$ cat src/design/prf_pkg.sv
`default_nettype none

package prf_pkg;

    localparam int num_arch_regs = 32;
    localparam int num_phys_regs = 128;
    localparam int free_depth    = num_phys_regs - num_arch_regs; // tags 32..127 after reset
    localparam int mul_latency   = 3;                             // product pipeline stages

    typedef logic [$clog2(num_arch_regs)-1:0] arch_idx_t;
    typedef logic [$clog2(num_phys_regs)-1:0] phys_idx_t;
    typedef logic [$clog2(free_depth + 1)-1:0] free_ptr_t; // free list pointer and count
    typedef logic [31:0] word_t;

    typedef enum logic [3:0] {
        op_add  = 4'h0,
        op_addi = 4'h1,
        op_mul  = 4'h2
    } opcode_e;

    typedef struct packed {
        opcode_e     opcode;
        arch_idx_t   rd;
        arch_idx_t   rs1;
        arch_idx_t   rs2;
        logic [12:0] unused;
    } instr_r_t;

    typedef struct packed {
        opcode_e            opcode;
        arch_idx_t          rd;
        arch_idx_t          rs1;
        logic signed [17:0] imm;
    } instr_i_t;

    // one word, read as R or I format by opcode
    typedef union packed {
        instr_r_t r;
        instr_i_t i;
    } instr_u;

    typedef struct packed {
        logic      unit_mul;
        arch_idx_t arch_rd;
        phys_idx_t phys_rd;
        phys_idx_t old_phys_rd; // mapping replaced by this instruction
        word_t     src_a;
        word_t     src_b;
    } issue_t;

    typedef struct packed {
        logic      valid;
        arch_idx_t arch_rd;
        phys_idx_t phys_rd;
        phys_idx_t old_phys_rd;
        word_t     value;
    } unit_result_t;

    typedef struct packed {
        logic      we;
        phys_idx_t phys_rd;
        word_t     value;
    } wb_t;

    typedef struct packed {
        logic      valid;
        arch_idx_t arch_rd;
        word_t     value;
    } retire_t;

endpackage

`default_nettype wire

$ cat src/design/exec_units.sv
`timescale 1ns/1ns
`default_nettype none

module exec_units (
    input  logic                  clk,
    input  logic                  reset,
    input  prf_pkg::issue_t       issue,
    input  logic                  issue_valid,
    output prf_pkg::unit_result_t add_res,
    output prf_pkg::unit_result_t mul_res
);

    localparam int last = prf_pkg::mul_latency - 1;

    logic fire_add;
    logic fire_mul;

    prf_pkg::issue_t       mul_op_q;   // operand latch ahead of the product pipe
    logic                  mul_op_vld_q;
    prf_pkg::word_t        mul_lo;
    prf_pkg::unit_result_t mul_pipe_q [prf_pkg::mul_latency];

    assign fire_add = issue_valid && !issue.unit_mul;
    assign fire_mul = issue_valid && issue.unit_mul;

    // single cycle adder, wraps at 32 bits
    always_ff @(posedge clk) begin
        if (reset) begin
            add_res.valid <= 1'b0;
        end else begin
            add_res.valid <= fire_add;
            if (fire_add) begin
                add_res.arch_rd     <= issue.arch_rd;
                add_res.phys_rd     <= issue.phys_rd;
                add_res.old_phys_rd <= issue.old_phys_rd;
                add_res.value       <= issue.src_a + issue.src_b;
            end
        end
    end

    always_ff @(posedge clk) begin
        if (reset) begin
            mul_op_vld_q <= 1'b0;
        end else begin
            mul_op_vld_q <= fire_mul;
            if (fire_mul) begin
                mul_op_q <= issue;
            end
        end
    end

    assign mul_lo = mul_op_q.src_a * mul_op_q.src_b; // low half of the product

    always_ff @(posedge clk) begin
        if (reset) begin
            for (int s = 0; s < prf_pkg::mul_latency; s++) begin
                mul_pipe_q[s].valid <= 1'b0;
            end
        end else begin
            mul_pipe_q[0].valid       <= mul_op_vld_q;
            mul_pipe_q[0].arch_rd     <= mul_op_q.arch_rd;
            mul_pipe_q[0].phys_rd     <= mul_op_q.phys_rd;
            mul_pipe_q[0].old_phys_rd <= mul_op_q.old_phys_rd;
            mul_pipe_q[0].value       <= mul_lo;
            for (int s = 1; s < prf_pkg::mul_latency; s++) begin
                mul_pipe_q[s] <= mul_pipe_q[s-1]; // one op per stage
            end
        end
    end

    assign mul_res = mul_pipe_q[last];

endmodule

`default_nettype wire

$ cat config.mk
export PLATFORM = sky130hd
export DESIGN_NAME = exec_units
export DESIGN_NICKNAME = d
export VERILOG_FILES = /design/src/design/prf_pkg.sv /design/src/design/exec_units.sv
export SDC_FILE = /design/constraint.sdc
export NUM_CORES = 2
export LEC_CHECK = 0
export BUFFER_PORTS_ARGS = -buffer_cell sky130_fd_sc_hd__buf_2
export CORE_ASPECT_RATIO = 1.2
export CORE_UTILIZATION = 35
export DETAILED_ROUTE_END_ITERATION = 8
export PLACE_DENSITY = 0.51
export SLEW_MARGIN = 20
export SYNTH_ARGS = -nofsm -noshare
export SYNTH_HDL_FRONTEND = slang
export SYNTH_SLANG_ARGS = --single-unit
$ cat constraint.sdc
create_clock -name clk -period 8.8 [get_ports clk]
set_clock_uncertainty 0.15 [all_clocks]
set_input_delay 0 -clock clk [delete_from_list [all_inputs] [get_ports clk]]
set_output_delay 0 -clock clk [all_outputs]
set_load 0.02 [all_outputs]
=== After elaboration in Yosys (flattened, before gate mapping) ===
Memories as Yosys holds them, arrays and structs flattened.
Cells that the tools add are included.

* Bits in registers: 136
* Bits in writable memories: 156
* Input bits: 87
* Output and inout bits: 104
* Logic and storage cells: 29
* Memories kept: 1

* Add/sub/neg operators: 1
* Multipliers: 1
* Mux-type cells: 6
* Bitwise logic cells: 4
* Reductions and logical operators: 5

{| class="wikitable"
|+ Memory list
! memory !! depth !! width !! read ports !! clocked after Yosys merged registers in !! write ports !! line !! source
|-
| mul_pipe_q || 3 || 52 || 3 || 0 || 3 || exec_units.sv:21 || <nowiki>prf_pkg::unit_result_t mul_pipe_q [prf_pkg::mul_latency];</nowiki>
|}

{| class="wikitable"
|+ Operators by type and width
! operator !! number
|-
| 32-bit adder || 1
|-
| 32-bit by 32-bit multiplier with 32-bit output || 1
|-
| 1-bit 2-to-1 mux || 6
|-
| 2-bit AND reduction || 2
|-
| 1-bit OR || 3
|-
| 1-bit logical AND || 2
|-
| 1-bit logical NOT || 1
|-
| 1-bit NOT || 1
|}

=== Longest topological paths before layout ===
* Word-level depth: 3
* Gate-level depth with buffers: 27
* Mapped depth without buffers: 25

=== Least setup slack after synthesis ===
OpenSTA, ideal clock, no wires.

* Path type: register to register
* From: register mul_op_q[3] (netlist bit)
* To: memory mul_pipe_q[0][28] (netlist bit), data pin
* Setup time: 0.266 ns
* Arrival: 6.449 ns
* Data required time: 8.384 ns
* Setup slack: 1.935 ns
* Stages on the path, launching flop included: 26
* Path buffers: 2
* Period minus slack after synthesis: 6.865 ns
* Cells stage by stage: edfxtp_1 -> clkbuf_1 -> clkbuf_1 -> and2_1 -> fa_1 -> inv_1 -> fa_1 -> fa_1 -> fa_1 -> inv_1 -> fa_1 -> inv_1 -> fa_1 -> inv_1 -> fa_1 -> fa_1 -> ha_1 -> a21o_1 -> a21o_1 -> a21o_1 -> a31oi_1 -> o31ai_2 -> a41oi_1 -> o21ai_2 -> xnor2_1 -> nor2_1

{| class="wikitable"
|+ RTL lines
! what !! line !! source
|-
| start, declared || exec_units.sv:18 || <nowiki>prf_pkg::issue_t mul_op_q;</nowiki>
|-
| start signal, assigned || exec_units.sv:47 || <nowiki>mul_op_q <= issue;</nowiki>
|-
| end, declared || exec_units.sv:21 ||
|}

==> flow_summary.json <==
{
  "status": "finished, final reports clean",
  "drv_cap": 0,
  "die_h_um": 308,
  "min_period_ns": 7.64,
  "rows": 111,
  "syn-cell-area_um2": 27300,
  "portBuffers": 190,
  "gp_congestion": 0.879,
  "cts_tree": "done",
  "worstPathCellList": "and2_1 > fa_1 > inv_1 > fa_1 > fa_1 > fa_1 > inv_1 > fa_1 > inv_1 > fa_1 > inv_1 > fa_1 > fa_1 > ha_1 > and3_1 > a32oi_1 > o31ai_2 > a41oi_1 > o21ai_2 > a21oi_1 > nand3b_1",
  "clk_latency_ns": 0.60,
  "finalSetupTns_ns": 0,
  "crit_path_top_delay_cell": "edfxtp_1",
  "finalHoldViolCount": 0,
  "area_delta_synth_final_pct": 15.3,
  "fin_ws_ns": 1.16,
  "routed_wl_um": 67800,
  "antenna_found_initial": 0,
  "yosysWarnings": 0,
  "core-area_um2": 76800,
  "overflow": 0,
  "drtAntennaViolNets": 0,
  "synth_edf_count": 287,
  "io-pin-count": 191,
  "drcViolationCount": 0,
  "drv_slew": 0,
  "grt_max_degree": 106,
  "dp_hpwl_um": 51700,
  "post_drt_wl_per_cell_um": 18.1,
  "cts-buffers-inserted": 31,
  "synth_cell_types": 65,
  "synth_cells": 2463,
  "fmax_mhz": 131,
  "grt_pass1_wl_um": 108000,
  "hp-class": "in2reg",
  "synth.avg_cell_area_um2": 11.1,
  "cpMostUsedCell": "fa_1",
  "layout.nets": 3349,
  "worstPathRequired_ns": 8.99,
  "rsz0062_at_grt": "false",
  "initial_core_util_pct": 35.6,
  "async_flop_share_pct": 0,
  "cp-end-kind": "flop",
  "hold_path_depth": 2,
  "clock_path_buffers": 3,
  "period_share_pct": 86.9,
  "critPathMaxFanout": 30,
  "critPathKind": "reg2reg",
  "ys_dominant_reg_cell": "edfxtp_1",
  "synth-seq-cells": 292,
  "grt_pass1_vias": 19600,
  "cts_sinks": 292,
  "worst_r2r_path_depth": 21,
  "synth_seq_area_share_pct": 31.9,
  "utilization_pct": 41.0,
  "dpl_worst_slack_ns": 1.16,
  "cts_setup_buffers": 0,
  "slew_headroom_pct": 28.7,
  "die_w_um": 257,
  "track_usage_pct": 17.4,
  "dr.pass1.iters": 5,
  "num_vias": 17500,
  "die_area_um2": 79200,
  "setup_viol": 0,
  "fill_cells": 7329,
  "worstPathArrival_ns": 7.83,
  "hold_ws_ns": 0.0101,
  "drive_above_1_share_pct": 10.4,
  "worstSetupStartpointType": "flop",
  "path_clk_slew_ns": 0.06,
  "htreeDepth": 1,
  "clockRootBuffer": "clkbuf_16",
  "worstMarginPinSlew_ns": 1.07,
  "syn_nets": 3113,
  "max_stage_delay_ns": 0.78,
  "via_per_inst": 4.67,
  "drt-initial-drc-count": 784
}
-- cell families after synthesis --
kind of cell	share of synthesized area, %
buf+inv	8.45
fa+ha+maj	37.0
compound gates	4.34
xor+xnor	3.21
simple gates	15.0
flops	31.9
-- cell type report --
| class | instances | area, um2 | area share [%] |
|---|---|---|---|
| multi-input cells | 1611 | 16300 | 51.7 |
| flip-flops and latches | 292 | 8720 | 27.7 |
| repair buffers | 361 | 2630 | 8.36 |
| inverters | 402 | 1510 | 4.81 |
| well taps | 1017 | 1270 | 4.04 |
| clock buffers | 35 | 791 | 2.51 |
| clock inverters | 23 | 265 | 0.842 |
| diodes | 1 | 2.50 | 0.00795 |
-- worst max-delay path: cells and delay by family, from the launching register on --
kind            cells  cell delay [ns]
flops               1             0.78
fa+ha+maj           9             4.37
simple gates        3             0.75
compound gates      5             1.07
buf+inv             4             0.22
-- final timing paths --
path	from	endpoint	slack [ns]
worst max-delay path	mul_op_q[2]	mul_pipe_q[0][30]	1.16
worst min-delay path	issue[17]	mul_op_q[17]	0.01
worst max register to register	mul_op_q[2]	mul_pipe_q[0][30]	1.16
worst min register to register	mul_op_vld_q	mul_pipe_q[0][51]	0.31
-- registers in the layout, summed over array words and instances, names as in the netlist --
name / count
mul_op_vld_q: 1
mul_op_q: 83
mul_pipe_q: 156
add_res: 52
-- through the flow --
stage	area [um2]	cells
after floorplan	27300	2463
after global placement	28900	3533
after detailed placement	28900	3533
after CTS	31500	3741
after global routing	31500	3741
final	31500	3742
-- synth_stat cells, drive strengths merged, types with 8 or more instances --
master | instances | share of area [%]
xor2 | 27 | 0.87
edfxtp | 287 | 32
o21ai | 34 | 0.68
nor2 | 46 | 0.64
a211oi | 13 | 0.36
buf | 56 | 1.5
xnor2 | 73 | 2.3
clkbuf | 102 | 1.4
nand2b | 8 | 0.18
inv | 402 | 5.5
a21o | 19 | 0.52
nand2 | 264 | 3.6
nor2b | 133 | 3.0
and2 | 288 | 6.6
fa | 409 | 30
a21oi | 43 | 0.84
ha | 154 | 7.1
o21a | 11 | 0.30
nor3 | 13 | 0.24
-- what timing repair did --
item / CTS / global route
hold endpoints to repair: 202 / 0
hold buffers: 150 / 0
resized for setup: 0 / 0
-- per-layer routing --
metal	wire (um)	global-route usage [%]
met3	2510	2.17
met5	0	0
met4	2600	6.38
met2	33600	31.2
met1	29100	21.4
-- cells in the final DEF, fill, tap and decap left out, types with 3 or more instances in the layout --
cell type      netlist  final
a21oi_2              4      4
nand4_1              5      5
o21bai_1             3      3
inv_6                0      5
clkbuf_16            0     31
nor3b_1              5      4
a211oi_1            13     13
bufinv_16            0      5
dlygate4sd3_1        0    150
nand2b_1             8      8
clkbuf_1           102      4
o21ai_0             28     28
o21a_1              11     11
clkinv_1             0      8
edfxtp_1           287    287
ha_1               154    154
buf_4               52     19
nand2_1            264    264
o21ai_2              4      4
xnor2_1             73     73
a31oi_1              6      6
buf_2                2    189
a221o_1              3      3
inv_1              402    401
dfxtp_1              5      5
nor2_1              45     45
a21o_1              19     19
a21oi_1             39     39
o31a_1               3      3
fa_1               409    409
nand3_1              6      6
a21boi_0             4      4
nor2b_1            133    133
nor3_1              13     13
clkinv_2             0      3
and2_1             288    288
and3_1               4      3
xor2_1              27     27
Power is left out: the tool's default activity adds up to more than one toggle a clock period on the data nets, which glitch-free logic cannot reach.
