<file path="src/design/prf_pkg.sv">
`default_nettype none

package prf_pkg;

    localparam int num_arch_regs = 32;
    localparam int num_phys_regs = 128;
    localparam int free_depth    = num_phys_regs - num_arch_regs; // tags 32..127 after reset
    localparam int mul_latency   = 3;                             // product pipeline stages

    typedef logic [$clog2(num_arch_regs)-1:0] arch_idx_t;
    typedef logic [$clog2(num_phys_regs)-1:0] phys_idx_t;
    typedef logic [$clog2(free_depth + 1)-1:0] free_ptr_t; // free list pointer and count
    typedef logic [31:0] word_t;

    typedef enum logic [3:0] {
        op_add  = 4'h0,
        op_addi = 4'h1,
        op_mul  = 4'h2
    } opcode_e;

    typedef struct packed {
        opcode_e     opcode;
        arch_idx_t   rd;
        arch_idx_t   rs1;
        arch_idx_t   rs2;
        logic [12:0] unused;
    } instr_r_t;

    typedef struct packed {
        opcode_e            opcode;
        arch_idx_t          rd;
        arch_idx_t          rs1;
        logic signed [17:0] imm;
    } instr_i_t;

    // one word, read as R or I format by opcode
    typedef union packed {
        instr_r_t r;
        instr_i_t i;
    } instr_u;

    typedef struct packed {
        logic      unit_mul;
        arch_idx_t arch_rd;
        phys_idx_t phys_rd;
        phys_idx_t old_phys_rd; // mapping replaced by this instruction
        word_t     src_a;
        word_t     src_b;
    } issue_t;

    typedef struct packed {
        logic      valid;
        arch_idx_t arch_rd;
        phys_idx_t phys_rd;
        phys_idx_t old_phys_rd;
        word_t     value;
    } unit_result_t;

    typedef struct packed {
        logic      we;
        phys_idx_t phys_rd;
        word_t     value;
    } wb_t;

    typedef struct packed {
        logic      valid;
        arch_idx_t arch_rd;
        word_t     value;
    } retire_t;

endpackage

`default_nettype wire

</file>
<file path="src/design/retire_result.sv">
`timescale 1ns/1ns
`default_nettype none

module retire_result (
    input  logic                  clk,
    input  logic                  reset,
    input  prf_pkg::unit_result_t add_res,
    input  prf_pkg::unit_result_t mul_res,
    output prf_pkg::wb_t          wb_add,
    output prf_pkg::wb_t          wb_mul,
    output logic                  free_add_en,
    output prf_pkg::phys_idx_t    free_add_idx,
    output logic                  free_mul_en,
    output prf_pkg::phys_idx_t    free_mul_idx,
    output prf_pkg::retire_t      retire_add,
    output prf_pkg::retire_t      retire_mul
);

    // lane 0 is the adder, lane 1 the multiplier
    prf_pkg::unit_result_t res [2];
    prf_pkg::wb_t          wb [2];
    logic [1:0]            keep;
    prf_pkg::retire_t      rt_q [2];
    logic [1:0]            free_en_q;
    prf_pkg::phys_idx_t    free_idx_q [2];

    assign res[0] = add_res;
    assign res[1] = mul_res;

    always_comb begin
        for (int l = 0; l < 2; l++) begin
            keep[l]       = res[l].valid && (res[l].arch_rd != '0); // x0 writes nothing
            wb[l].we      = keep[l];
            wb[l].phys_rd = res[l].phys_rd;
            wb[l].value   = res[l].value;
        end
    end

    always_ff @(posedge clk) begin
        if (reset) begin
            for (int l = 0; l < 2; l++) begin
                rt_q[l].valid <= 1'b0;
                free_en_q[l]  <= 1'b0;
            end
        end else begin
            for (int l = 0; l < 2; l++) begin
                rt_q[l].valid   <= res[l].valid;
                rt_q[l].arch_rd <= res[l].arch_rd;
                rt_q[l].value   <= (res[l].arch_rd == '0) ? '0 : res[l].value;
                free_en_q[l]    <= keep[l];            // release the replaced tag
                free_idx_q[l]   <= res[l].old_phys_rd;
            end
        end
    end

    // register file write lands on the same edge as the retire register
    assign wb_add = wb[0];
    assign wb_mul = wb[1];

    assign free_add_en  = free_en_q[0];
    assign free_add_idx = free_idx_q[0];
    assign free_mul_en  = free_en_q[1];
    assign free_mul_idx = free_idx_q[1];

    assign retire_add = rt_q[0];
    assign retire_mul = rt_q[1];

endmodule

`default_nettype wire

</file>
<file path="config.mk">
export PLATFORM = sky130hd
export DESIGN_NAME = retire_result
export DESIGN_NICKNAME = d
export VERILOG_FILES = /design/src/design/prf_pkg.sv /design/src/design/retire_result.sv
export SDC_FILE = /design/constraint.sdc
export NUM_CORES = 1
export LEC_CHECK = 0
export ABC_AREA = 1
export BUFFER_PORTS_ARGS = -buffer_cell sky130_fd_sc_hd__buf_2
export CORE_ASPECT_RATIO = 0.7
export CORE_MARGIN = 2
export CORE_UTILIZATION = 43
export DETAILED_ROUTE_END_ITERATION = 16
export PLACE_DENSITY = 0.8
export SLEW_MARGIN = 20
export SYNTH_ARGS = -nofsm -noshare
export SYNTH_HDL_FRONTEND = slang
export SYNTH_SLANG_ARGS = --single-unit
</file>
<file path="constraint.sdc">
create_clock -name clk -period 3.2 [get_ports clk]
set_input_delay 0.16 -clock clk [delete_from_list [all_inputs] [get_ports clk]]
set_output_delay 0.16 -clock clk [all_outputs]
set_load 0.005 [all_outputs]
</file>
* Yosys cells after proc, flatten, opt, wreduce, memory -nomap -nowiden
Memory sizes are Yosys's and may differ from the RTL's. Index checks and enable logic that the tools add are counted.
Cells by class: muxes and demuxes 7, bitwise operators 2, reduce and logical (&&, ||, !) cells 6
Operators by type and width (number):
- $mux 32 | 2
- $logic_not 5->1 | 2
- $reduce_bool 5->1 | 2
- $mux 1 | 5
- $logic_and 1x1->1 | 2
- $or 1x1->1 | 2
Word-level totals: flip-flop bits (word level) 2, bits in writable memories 90, input bits 106, logic and storage cells 18, memories kept 2
Memories:
- rt_q | depth 2, bits a word 38, rd ports 2, clocked after memory_dff 0, write ports 2, line retire_result.sv:23 | prf_pkg::retire_t rt_q [2];
- free_idx_q | depth 2, bits a word 7, rd ports 2, clocked after memory_dff 0, write ports 2, line retire_result.sv:25 | prf_pkg::phys_idx_t free_idx_q [2];

* Logic depth before layout (Yosys ltp)
Gate-level depths: netlist of the first run.
depth in word-level cells 3, depth in mapped cells 5, depth with buffers taken out 4

* Least setup slack after synthesis of the first run
OpenSTA, ideal clock, no wires.
kind input -> register, from in reset, to mem free_idx_q[0][0] (netlist bit) (enable), data arrival time 2.014 ns, required time 2.758 ns, setup slack 0.744 ns, stages 2, path through clkbuf_8 -> inv_1
RTL lines:
- start, declared | line retire_result.sv:6 | input logic reset,
- end, declared | line retire_result.sv:25

==> impl_metrics.csv, run 1 <==
group,metric,value,unit
power,pwr_density_cell,518,nW/um^2
setup_path,required,3.04,ns
synth,syn_area_per_cell,10.8,um^2
sta,rsz0062_at_grt,"false",
cts,clock-sinks,92,
die,start_util,44.5,%
flow_run,maxCapViolations,0,
global_route,grt_pass1_vias,2651,
synth,syn-num-nets,508,
sta,finalMaxSlewViolations,0,
synth,syn_area,4320,um^2
global_route,antenna_found_initial,0,
setup_path,path_max_fanout,34,
synth,synth_seq_area_share,63.0,%
die,core_area,9720,um^2
global_route,grt_pass1_wl,13000,um
synth,synthSimpleGateAreaFrac,11.3,%
power,power_frac_seq,51.3,%
setup_path,slowest_delay,0.35,ns
synth,synth_area_leaders,"edfxtp_1 (61%), buf_4 (14%), inv_1 (9.4%), nand2_1 (5.0%), nor2_1 (3.4%)",
power,p_switching,0.624,mW
drt,drt_iter0_drc,125,
setup_path,crit_start,"mul_res[46]",
synth,synth-xor-area-share,0,%
sta,finalHoldViolCount,0,
sta,period_share,39.7,%
synth,synth_compound_area_share,0,%
setup_path,critPathSlowestCell,"nand3_4",
cts,htreeDepth,3,
power,pwr-share-comb,11.9,%
run_status,outcome,"completed",
power,sw_frac_of_total,22.1,%
cts,cts_max_path_buffers,2,
setup_path,cp.arrival,1.11,ns
drt,wire_per_inst,12.7,um
synth,ys_types,12,
drt,vias_per_cell,4.18,
power,pwr-share-clk,36.7,%
die,ios,278,
placed_design,dp_hpwl,7110,um
drt,antenna_left,0,
cells_and_area,layout-drive-gt1-share,48.1,%
sta,fmax,0.788,GHz
setup_path,cpMostUsedCell,"buf_2",
power,p_leak,3.04,nW
cts,path_clk_slew,0.06,ns
drt,dr.pass1.iters,4,
cells_and_area,area_growth,26.0,%
setup_path,endpoint,"wb_mul[39]",
synth,syn-instance-count,402,
sta,setup_violations,0,
placed_design,io_buffer_count,249,
cells_and_area,num-fill-cells,863,
cells_and_area,design_area,5450,um^2
sta,relSlewSlack,54.9,%
drt,drc_errors,0,
cells_and_area,nNetsFinal,693,
cts,cts_buffers,9,
setup_path,critPathCaptureType,"output pin",
synth,synth_top_family_by_area,"buffers and inverters",
sta,finalCriticalPeriod,1.27,ns
setup_path,critPathKind,"primary input to output pin",
cells_and_area,diodes,0,
synth,yosys.area_share.adder,0,%
die,dieWidth,124,um
synth,synth_top_area_cell,"edfxtp_1",
global_route,grt_use_total,15.9,%
cts,tritoncts,"yes",
min_path,hp-class,"primary input to register",
cts,post_cts_buffers,0,
cts,clock-root-buffer,"clkbuf_16",
synth,netlist.area_leader.share,61.1,%
global_route,overflow,0,
placed_design,dpl_cell_area,5040,um^2
power,intPower,2.20,mW
sta,fin_tns_setup,0,ns
power,ir_drop,0.235,mV
setup_path,path_cells,"buf_2, nor2_2, nand3_4, nand2_2, inv_2, buf_2",
die,row_count,30,
setup_path,start_kind,"primary input",
die,fp.dieH,87.9,um
sta,tightest_slew,0.676,ns
synth,ys_warn_count,0,
global_route,grt_max_degree,51,
drt,wirelength,9130,um
placed_design,gp_congestion,0.763,
die,die-area,10900,um^2
synth,ys_ff_latch,92,
drt,vias,3007,
synth,muxShareOfSynthArea,0,%
==> state kept, by name, indices dropped and copies added, names as in the netlist <==
register,count
rt_q,76
free_idx_q,14
free_en_q,2
==> repair_timing <==
item / 4_1_cts / 5_1_grt
endpoints found under the hold margin: 10 / 1
gates resized for setup: 0 / 0
hold buffers: 10 / 1
endpoints found under the setup margin: 0 / 0
==> worst min path at each step <==
stage,start,endpoint,slack [ns],cells after the start
after global placement,add_res[40],wb_add[33],0.32,0
final,mul_res[32],free_idx_q[0][7],0.02,1
after global routing,mul_res[32],free_idx_q[0][7],0.002,1
after CTS,add_res[32],free_idx_q[0][0],0.0009,1
after detailed placement,add_res[40],wb_add[33],0.32,0
after floorplan,add_res[32],free_idx_q[0][0],0.26,0
==> per-layer routing <==
metal / up-vias / share of wire, % / GRT usage, %
li1: 1482 / - / -
met1: 1362 / 37 / 18.7
met2: 153 / 52 / 27.5
met3: 10 / 9.6 / 5.34
met4: 0 / 0.90 / 5.89
met5: - / 0 / 0
==> kinds of logic after synthesis <==
family | after synthesis
flip-flops | 92
buffers and inverters | 197
AND/OR/NAND/NOR | 113
==> power groups by stage <==
| stage | sequential (mW) | combinational [mW] | clock (mW) |
|---|---|---|---|
| after floorplan | 1.49 | 0.169 | 0 |
| after global placement | 1.47 | 0.324 | 0 |
| after detailed placement | 1.48 | 0.332 | 0 |
| after CTS | 1.45 | 0.341 | 1.08 |
| after global routing | 1.46 | 0.380 | 1.12 |
| final | 1.45 | 0.337 | 1.04 |
==> stage by stage <==
stage / util [%] / power, mW / instances / setup slack [ns] / hold WS (ns)
after detailed placement: 51.9 / 1.81 / 693 / 1.67 / 0.320
after global placement: 51.9 / 1.80 / 693 / 1.68 / 0.320
final: 56.1 / 2.82 / 720 / 1.93 / 0.0213
after CTS: 56.0 / 2.87 / 719 / 1.92 / 0.000895
after global routing: 56.1 / 2.96 / 720 / 1.85 / 0.00239
after floorplan: - / 1.66 / 402 / 0.744 / 0.259
==> synth_stat cells <==
cell type / count
buf_4: 78
buf_6: 7
clkbuf_8: 3
dfxtp_1: 4
edfxtp_1: 88
inv_1: 108
inv_2: 1
nand2_1: 58
nand2_2: 10
nand3_4: 2
nor2_1: 39
nor2_2: 4
==> layout make-up <==
cell class	instances	area [um^2]	share of cell area [%]
clock buffer	9	225	4.13
clock inverter	7	73.8	1.35
inverter	109	410	7.53
multi-input combinational	113	487	8.93
sequential	92	2720	50.0
tap	128	160	2.94
timing repair buffer	262	1370	25.2
==> layout by cell type, fill, tap and decap left out, types with 3 or more instances in the layout <==
cell,netlist,final
nand2_2,10,10
nor2_2,4,4
dlygate4sd3_1,0,11
clkinv_2,0,3
dfxtp_1,4,4
nand2_1,58,58
buf_2,0,249
nor2_1,39,39
edfxtp_1,88,88
inv_1,108,107
clkbuf_16,0,9
==> worst max-delay path, delay by kind of cell <==
family        cells  cell delay [ns]
simple gates      3             0.67
buf+inv           3             0.25
No activity file was read; power rests on OpenSTA's default activity.
==> run 2, diff against run 1 <==
- ABC_AREA: 1 -> 0
- CORE_UTILIZATION: 43 -> 42
- clock period: 3.2 -> 1.3 ns (I/O delays scaled with it)
==> run 2 against run 1 <==
Clock power is 150% higher. Worst setup slack worse by 1.7 ns. Largest cell class unchanged. Highest routed layer unchanged. Die area shrank 2.2%. Critical path type unchanged. Non-clock buffer count increased by 17.
==> impl_metrics.csv, run 2 <==
group,metric,value,unit
run_status,outcome,"completed",
sta,fmax,0.926,GHz
drt,wire_per_inst,15.2,um
die,start_util,43.0,%
min_path,hold_path_depth,2,
drt,dr.pass1.iters,4,
sta,period_share,83.1,%
setup_path,slowest_delay,0.52,ns
global_route,antenna_found_initial,0,
synth,yosys.area_share.adder,0,%
synth,yosysMostFrequentCell,"edfxtp_1",
cts,cts_max_path_buffers,2,
setup_path,cpMostUsedCell,"buf_2",
die,ios,278,
synth,syn_area_per_cell,13.9,um^2
cts,htreeDepth,3,
setup_path,crit_family,"buffers and inverters",
sta,finalMaxSlewViolations,0,
sta,fin_ws,0.220,ns
min_path,worstHoldStart,"mul_res[19]",
sta,fin_tns_setup,0,ns
cts,cts_buffers,9,
sta,finalCriticalPeriod,1.08,ns
min_path,hold-path-endpoint,"rt_q[1][19]",
drt,wirelength,9500,um
global_route,grt_pass1_vias,2736,
placed_design,gp_congestion,0.779,
die,die-area,10600,um^2
cts,clock-sinks,92,
synth,netlist.area_leader.share,64.0,%
drt,antenna_left,0,
setup_path,critPathKind,"primary input to output pin",
synth,synth-edff-count,88,
sta,finalHoldViolCount,0,
synth,ys_ff_latch,92,
cells_and_area,top_register,"rt_q",
synth,syn-instance-count,298,
synth,synth-xor-area-share,0,%
synth,ys_types,17,
synth,ys_warn_count,0,
synth,synth_area_leaders,"edfxtp_1 (64%), buf_4 (14%), a21boi_0 (6.2%), nand2b_1 (4.8%), a21oi_1 (3.6%)",
global_route,grt_pass1_wl,13300,um
cells_and_area,largest_reg_flops,76,
cells_and_area,post-route-util,57.3,%
drt,vias_per_cell,4.57,
die,row_count,30,
synth,syn-num-nets,404,
cts,post_cts_buffers,0,
synth,async_reset_ff_share,0,%
power,ir_drop,0.703,mV
global_route,overflow,0,
global_route,grt_use_total,16.4,%
cts,tritoncts,"yes",
cells_and_area,layout_commonest_cell,"buf_2",
placed_design,io_buffer_count,249,
cts,clock-root-buffer,"clkbuf_16",
cts,path_clk_slew,0.07,ns
placed_design,dp_hpwl,7060,um
min_path,hp-class,"primary input to register",
die,dieWidth,122,um
cells_and_area,final_cell_mix,"buf_2 (249), edfxtp_1 (88), a21boi_0 (34)",
flow_run,maxCapViolations,0,
sta,tightest_slew,0.294,ns
drt,drc_errors,0,
cells_and_area,regArea,2720,um^2
synth,synth_seq_area_share,66.0,%
cells_and_area,area_growth,33.3,%
synth,synthSimpleGateAreaFrac,6.88,%
drt,drt_iter0_drc,136,
cells_and_area,num-fill-cells,828,
synth,syn_area,4130,um^2
cells_and_area,multi_input_area,722,um^2
synth,synth_compound_area_share,10.6,%
synth,synth_top_family_by_area,"buffers and inverters",
sta,relSlewSlack,80.2,%
setup_path,required,1.24,ns
cts,postCtsResizedCells,0,
setup_path,path_max_fanout,2,
synth,synth_top_area_cell,"edfxtp_1",
sta,rsz0062_at_grt,"false",
setup_path,cp.arrival,1.02,ns
setup_path,path_cells,"dlygate4sd3_1, buf_2, a21boi_0, buf_2",
sta,setup_violations,0,
die,core_area,9610,um^2
synth,muxShareOfSynthArea,0,%
cells_and_area,layout-drive-gt1-share,55.8,%
power,pwr_density_cell,1280,nW/um^2
placed_design,dp_slack,0.120,ns
power,totalPowerFinal,7.03,mW
cells_and_area,reg_top3,"rt_q x76, free_idx_q x14, free_en_q x2",
cells_and_area,nNetsFinal,600,
cts,cts_hold_buf,21,
setup_path,critPathSlowestCell,"dlygate4sd3_1",
global_route,grt_max_degree,44,
synth,ys_dominant_reg_cell,"edfxtp_1",
power,p_leak,2.43,nW
setup_path,critPathCaptureType,"output pin",
synth,synth_commonest_cells,"edfxtp_1 (88), buf_4 (78), a21boi_0 (34)",
drt,vias,2859,
setup_path,start_kind,"primary input",
setup_path,path_buf_inv,3,
die,fp.dieH,86.9,um
cells_and_area,diodes,0,
[run 2: cell types whose count changed after synthesis, moves of 6 or more]
cell	change
nand2_1	-58
nand2b_1	+32
a21oi_1	+30
clkbuf_1	+10
a21boi_0	+34
nor2_1	-38
nand2_2	-10
nor2b_1	+6
inv_1	-106
[run 2: metrics by stage]
stage          area [um^2]  hold WS (ns)  std cells
3_3_place_gp          5000         0.130        590
2_1_floorplan         4150         0.164        298
5_1_grt               5500        0.0584        626
4_1_cts               5500        0.0498        626
6_report              5500        0.0699        626
3_5_place_dp          5000         0.130        590
[run 2: report_power, final]
group	internal [mW]	switching, mW
combinational	0.456	0.422
clock	1.50	1.08
sequential	3.51	0.0569
total	5.47	1.56
[run 2: layout make-up]
class,count,area share (%)
multi-input combinational,109,13.1
tap,128,2.91
inverter,3,0.273
sequential,92,49.5
timing repair buffer,279,28.8
clock inverter,6,1.32
clock buffer,9,4.09
[run 2: how the worst max path moves through the flow]
stage | from | endpoint | slack (ns) | cells after the start
after global routing | add_res[51] | wb_add[39] | 0.17 | 4
after CTS | add_res[49] | wb_add[39] | 0.24 | 5
after floorplan | reset | free_idx_q[0][0] | -0.55 | 2
after global placement | add_res[49] | rt_q[0][6] | 0.21 | 4
after detailed placement | mul_res[47] | rt_q[1][8] | 0.12 | 4
final | add_res[51] | wb_add[39] | 0.22 | 4
[run 2: cell families after synthesis]
group,count (synthesis)
flip-flops,92
AO/OA/AOI/OAI,68
buffers and inverters,97
AND/OR/NAND/NOR,41
[run 2: metal layers]
metal / global-route usage, % / vias to the layer above / routed length, um
met5: 0 / - / 0
met4: 6.79 / 0 / 170
met2: 29.1 / 132 / 4960
met1: 18.5 / 1341 / 3640
met3: 5.04 / 19 / 726
li1: - / 1367 / -
==> run 3, diff against run 2 <==
- ABC_AREA: 0 -> 1
- CORE_UTILIZATION: 42 -> 39
- PLACE_DENSITY: 0.8 -> 0.77
- clock period: 1.3 -> 0.95 ns (I/O delays scaled with it)
==> run 3 against run 2 <==
Non-clock buffer count rose by 29. Critical path type is now register to output pin. Die area rose by 12%. Largest power group unchanged. First-iteration DRC count fell by 21%. Cell count rose by 26%. Hold slack got worse by 0.056 ns. Critical endpoint is now retire_mul[30].
==> impl_metrics.csv, run 3 (synthesis results as in run 1) <==
group,metric,value,unit
cts,cts_max_path_buffers,2,
power,pwr_density_cell,1630,nW/um^2
cells_and_area,largest_reg_flops,76,
sta,finalHoldViolCount,0,
setup_path,required,0.90,ns
global_route,grt_pass1_wl,14400,um
setup_path,path_cells,"buf_2",
drt,antenna_left,0,
flow_run,maxCapViolations,0,
power,p_leak,3.25,nW
placed_design,gp_congestion,0.740,
cts,tritoncts,"yes",
drt,vias,3199,
drt,dr.pass1.iters,4,
setup_path,path_buf_inv,1,
cells_and_area,final_cell_mix,"buf_2 (249), inv_1 (107), edfxtp_1 (88)",
sta,period_share,97.1,%
sta,hold_slack,0.0140,ns
cells_and_area,layout_commonest_cell,"buf_2",
cells_and_area,area_growth,38.3,%
cts,cts_buffers,9,
cells_and_area,top_register,"rt_q",
die,dieWidth,130,um
drt,drc_errors,0,
cts,path_clk_slew,0.06,ns
die,ios,278,
placed_design,dp_slack,-0.0306,ns
sta,finalMaxSlewViolations,0,
setup_path,worst-path-stages,1,
global_route,grt_use_total,15.7,%
placed_design,io_buffer_count,249,
setup_path,endpoint,"retire_mul[30]",
global_route,antenna_found_initial,0,
sta,relSlewSlack,82.4,%
drt,wire_per_inst,12.4,um
global_route,grt_max_degree,51,
drt,wirelength,9840,um
global_route,grt_pass1_vias,3078,
cts,postCtsResizedCells,0,
setup_path,crit_family,"flip-flops",
cells_and_area,num-fill-cells,952,
setup_path,crit_start,"rt_q[1][30]",
setup_path,cp.arrival,0.87,ns
min_path,hp-class,"primary input to register",
sta,finalCriticalPeriod,0.922,ns
placed_design,dp_hpwl,7000,um
cells_and_area,layout-drive-gt1-share,45.6,%
cells_and_area,nNetsFinal,739,
sta,rsz0062_at_grt,"true",
cells_and_area,diodes,0,
setup_path,critPathCaptureType,"output pin",
sta,tightest_slew,0.264,ns
min_path,hold_path_depth,3,
die,start_util,39.7,%
setup_path,path_max_fanout,1,
die,core_area,10900,um^2
power,totalPowerFinal,9.72,mW
run_status,outcome,"completed",
drt,drt_iter0_drc,108,
setup_path,slowest_delay,0.40,ns
cts,clock-root-buffer,"clkbuf_16",
setup_path,critPathKind,"register to output pin",
drt,vias_per_cell,4.04,
global_route,overflow,0,
die,die-area,12000,um^2
cells_and_area,reg_top3,"rt_q x76, free_idx_q x14, free_en_q x2",
die,fp.dieH,92.1,um
sta,fmax,1.08,GHz
die,row_count,32,
setup_path,critPathSlowestCell,"edfxtp_1",
cts,htreeDepth,3,
sta,setup_violations,0,
cts,clock-sinks,92,
sta,fin_ws,0.0276,ns
setup_path,start_kind,"register",
power,ir_drop,0.902,mV
run 3: metrics by stage:
step                setup TNS [ns]  area (um^2)  utilization [%]  instances
floorplan                   -77.92         4340                -        402
finish                           0         5980             54.9        791
global route               -0.0422         5980             54.9        791
detailed placement          -0.400         5170             47.5        724
global placement                 0         5170             47.5        724
CTS                              0         5980             54.9        791
run 3: cell type report:
type	instances	area [um^2]	area share [%]
clock buffers	9	225	3.77
clock inverters	7	73.8	1.23
inverters	109	413	6.91
multi-input cells	113	487	8.14
flip-flops and latches	92	2720	45.5
well taps	153	191	3.20
repair buffers	308	1870	31.2
run 3: timing repair:
action | CTS | global route
hold endpoints to repair | 51 | 0
buffers inserted | 0 | 0
hold buffers | 51 | 0
setup endpoints to repair | 0 | 4
run 3: worst min-delay path by stage:
stage	start	end	slack, ns
after floorplan	add_res[32]	free_idx_q[0][0]	0.15
after global placement	add_res[41]	wb_add[34]	0.1
after detailed placement	add_res[41]	wb_add[34]	0.1
after CTS	mul_res[29]	rt_q[1][29]	0.0006
after global routing	mul_res[31]	rt_q[1][31]	0.03
final	mul_res[29]	rt_q[1][29]	0.01
run 3: per-layer routing:
metal	wire, um	global-route usage [%]	vias to the layer above
met5	0	0	-
met4	217	6.36	0
met3	850	5.43	22
met2	5070	28.8	172
met1	3700	16.4	1430
li1	-	-	1575
run 3: power breakdown:
part / internal (mW) / total [mW] / switching [mW]
Clock: 2.05 / 3.53 / 1.48
Sequential: 4.80 / 4.88 / 0.0766
Combinational: 0.688 / 1.31 / 0.627
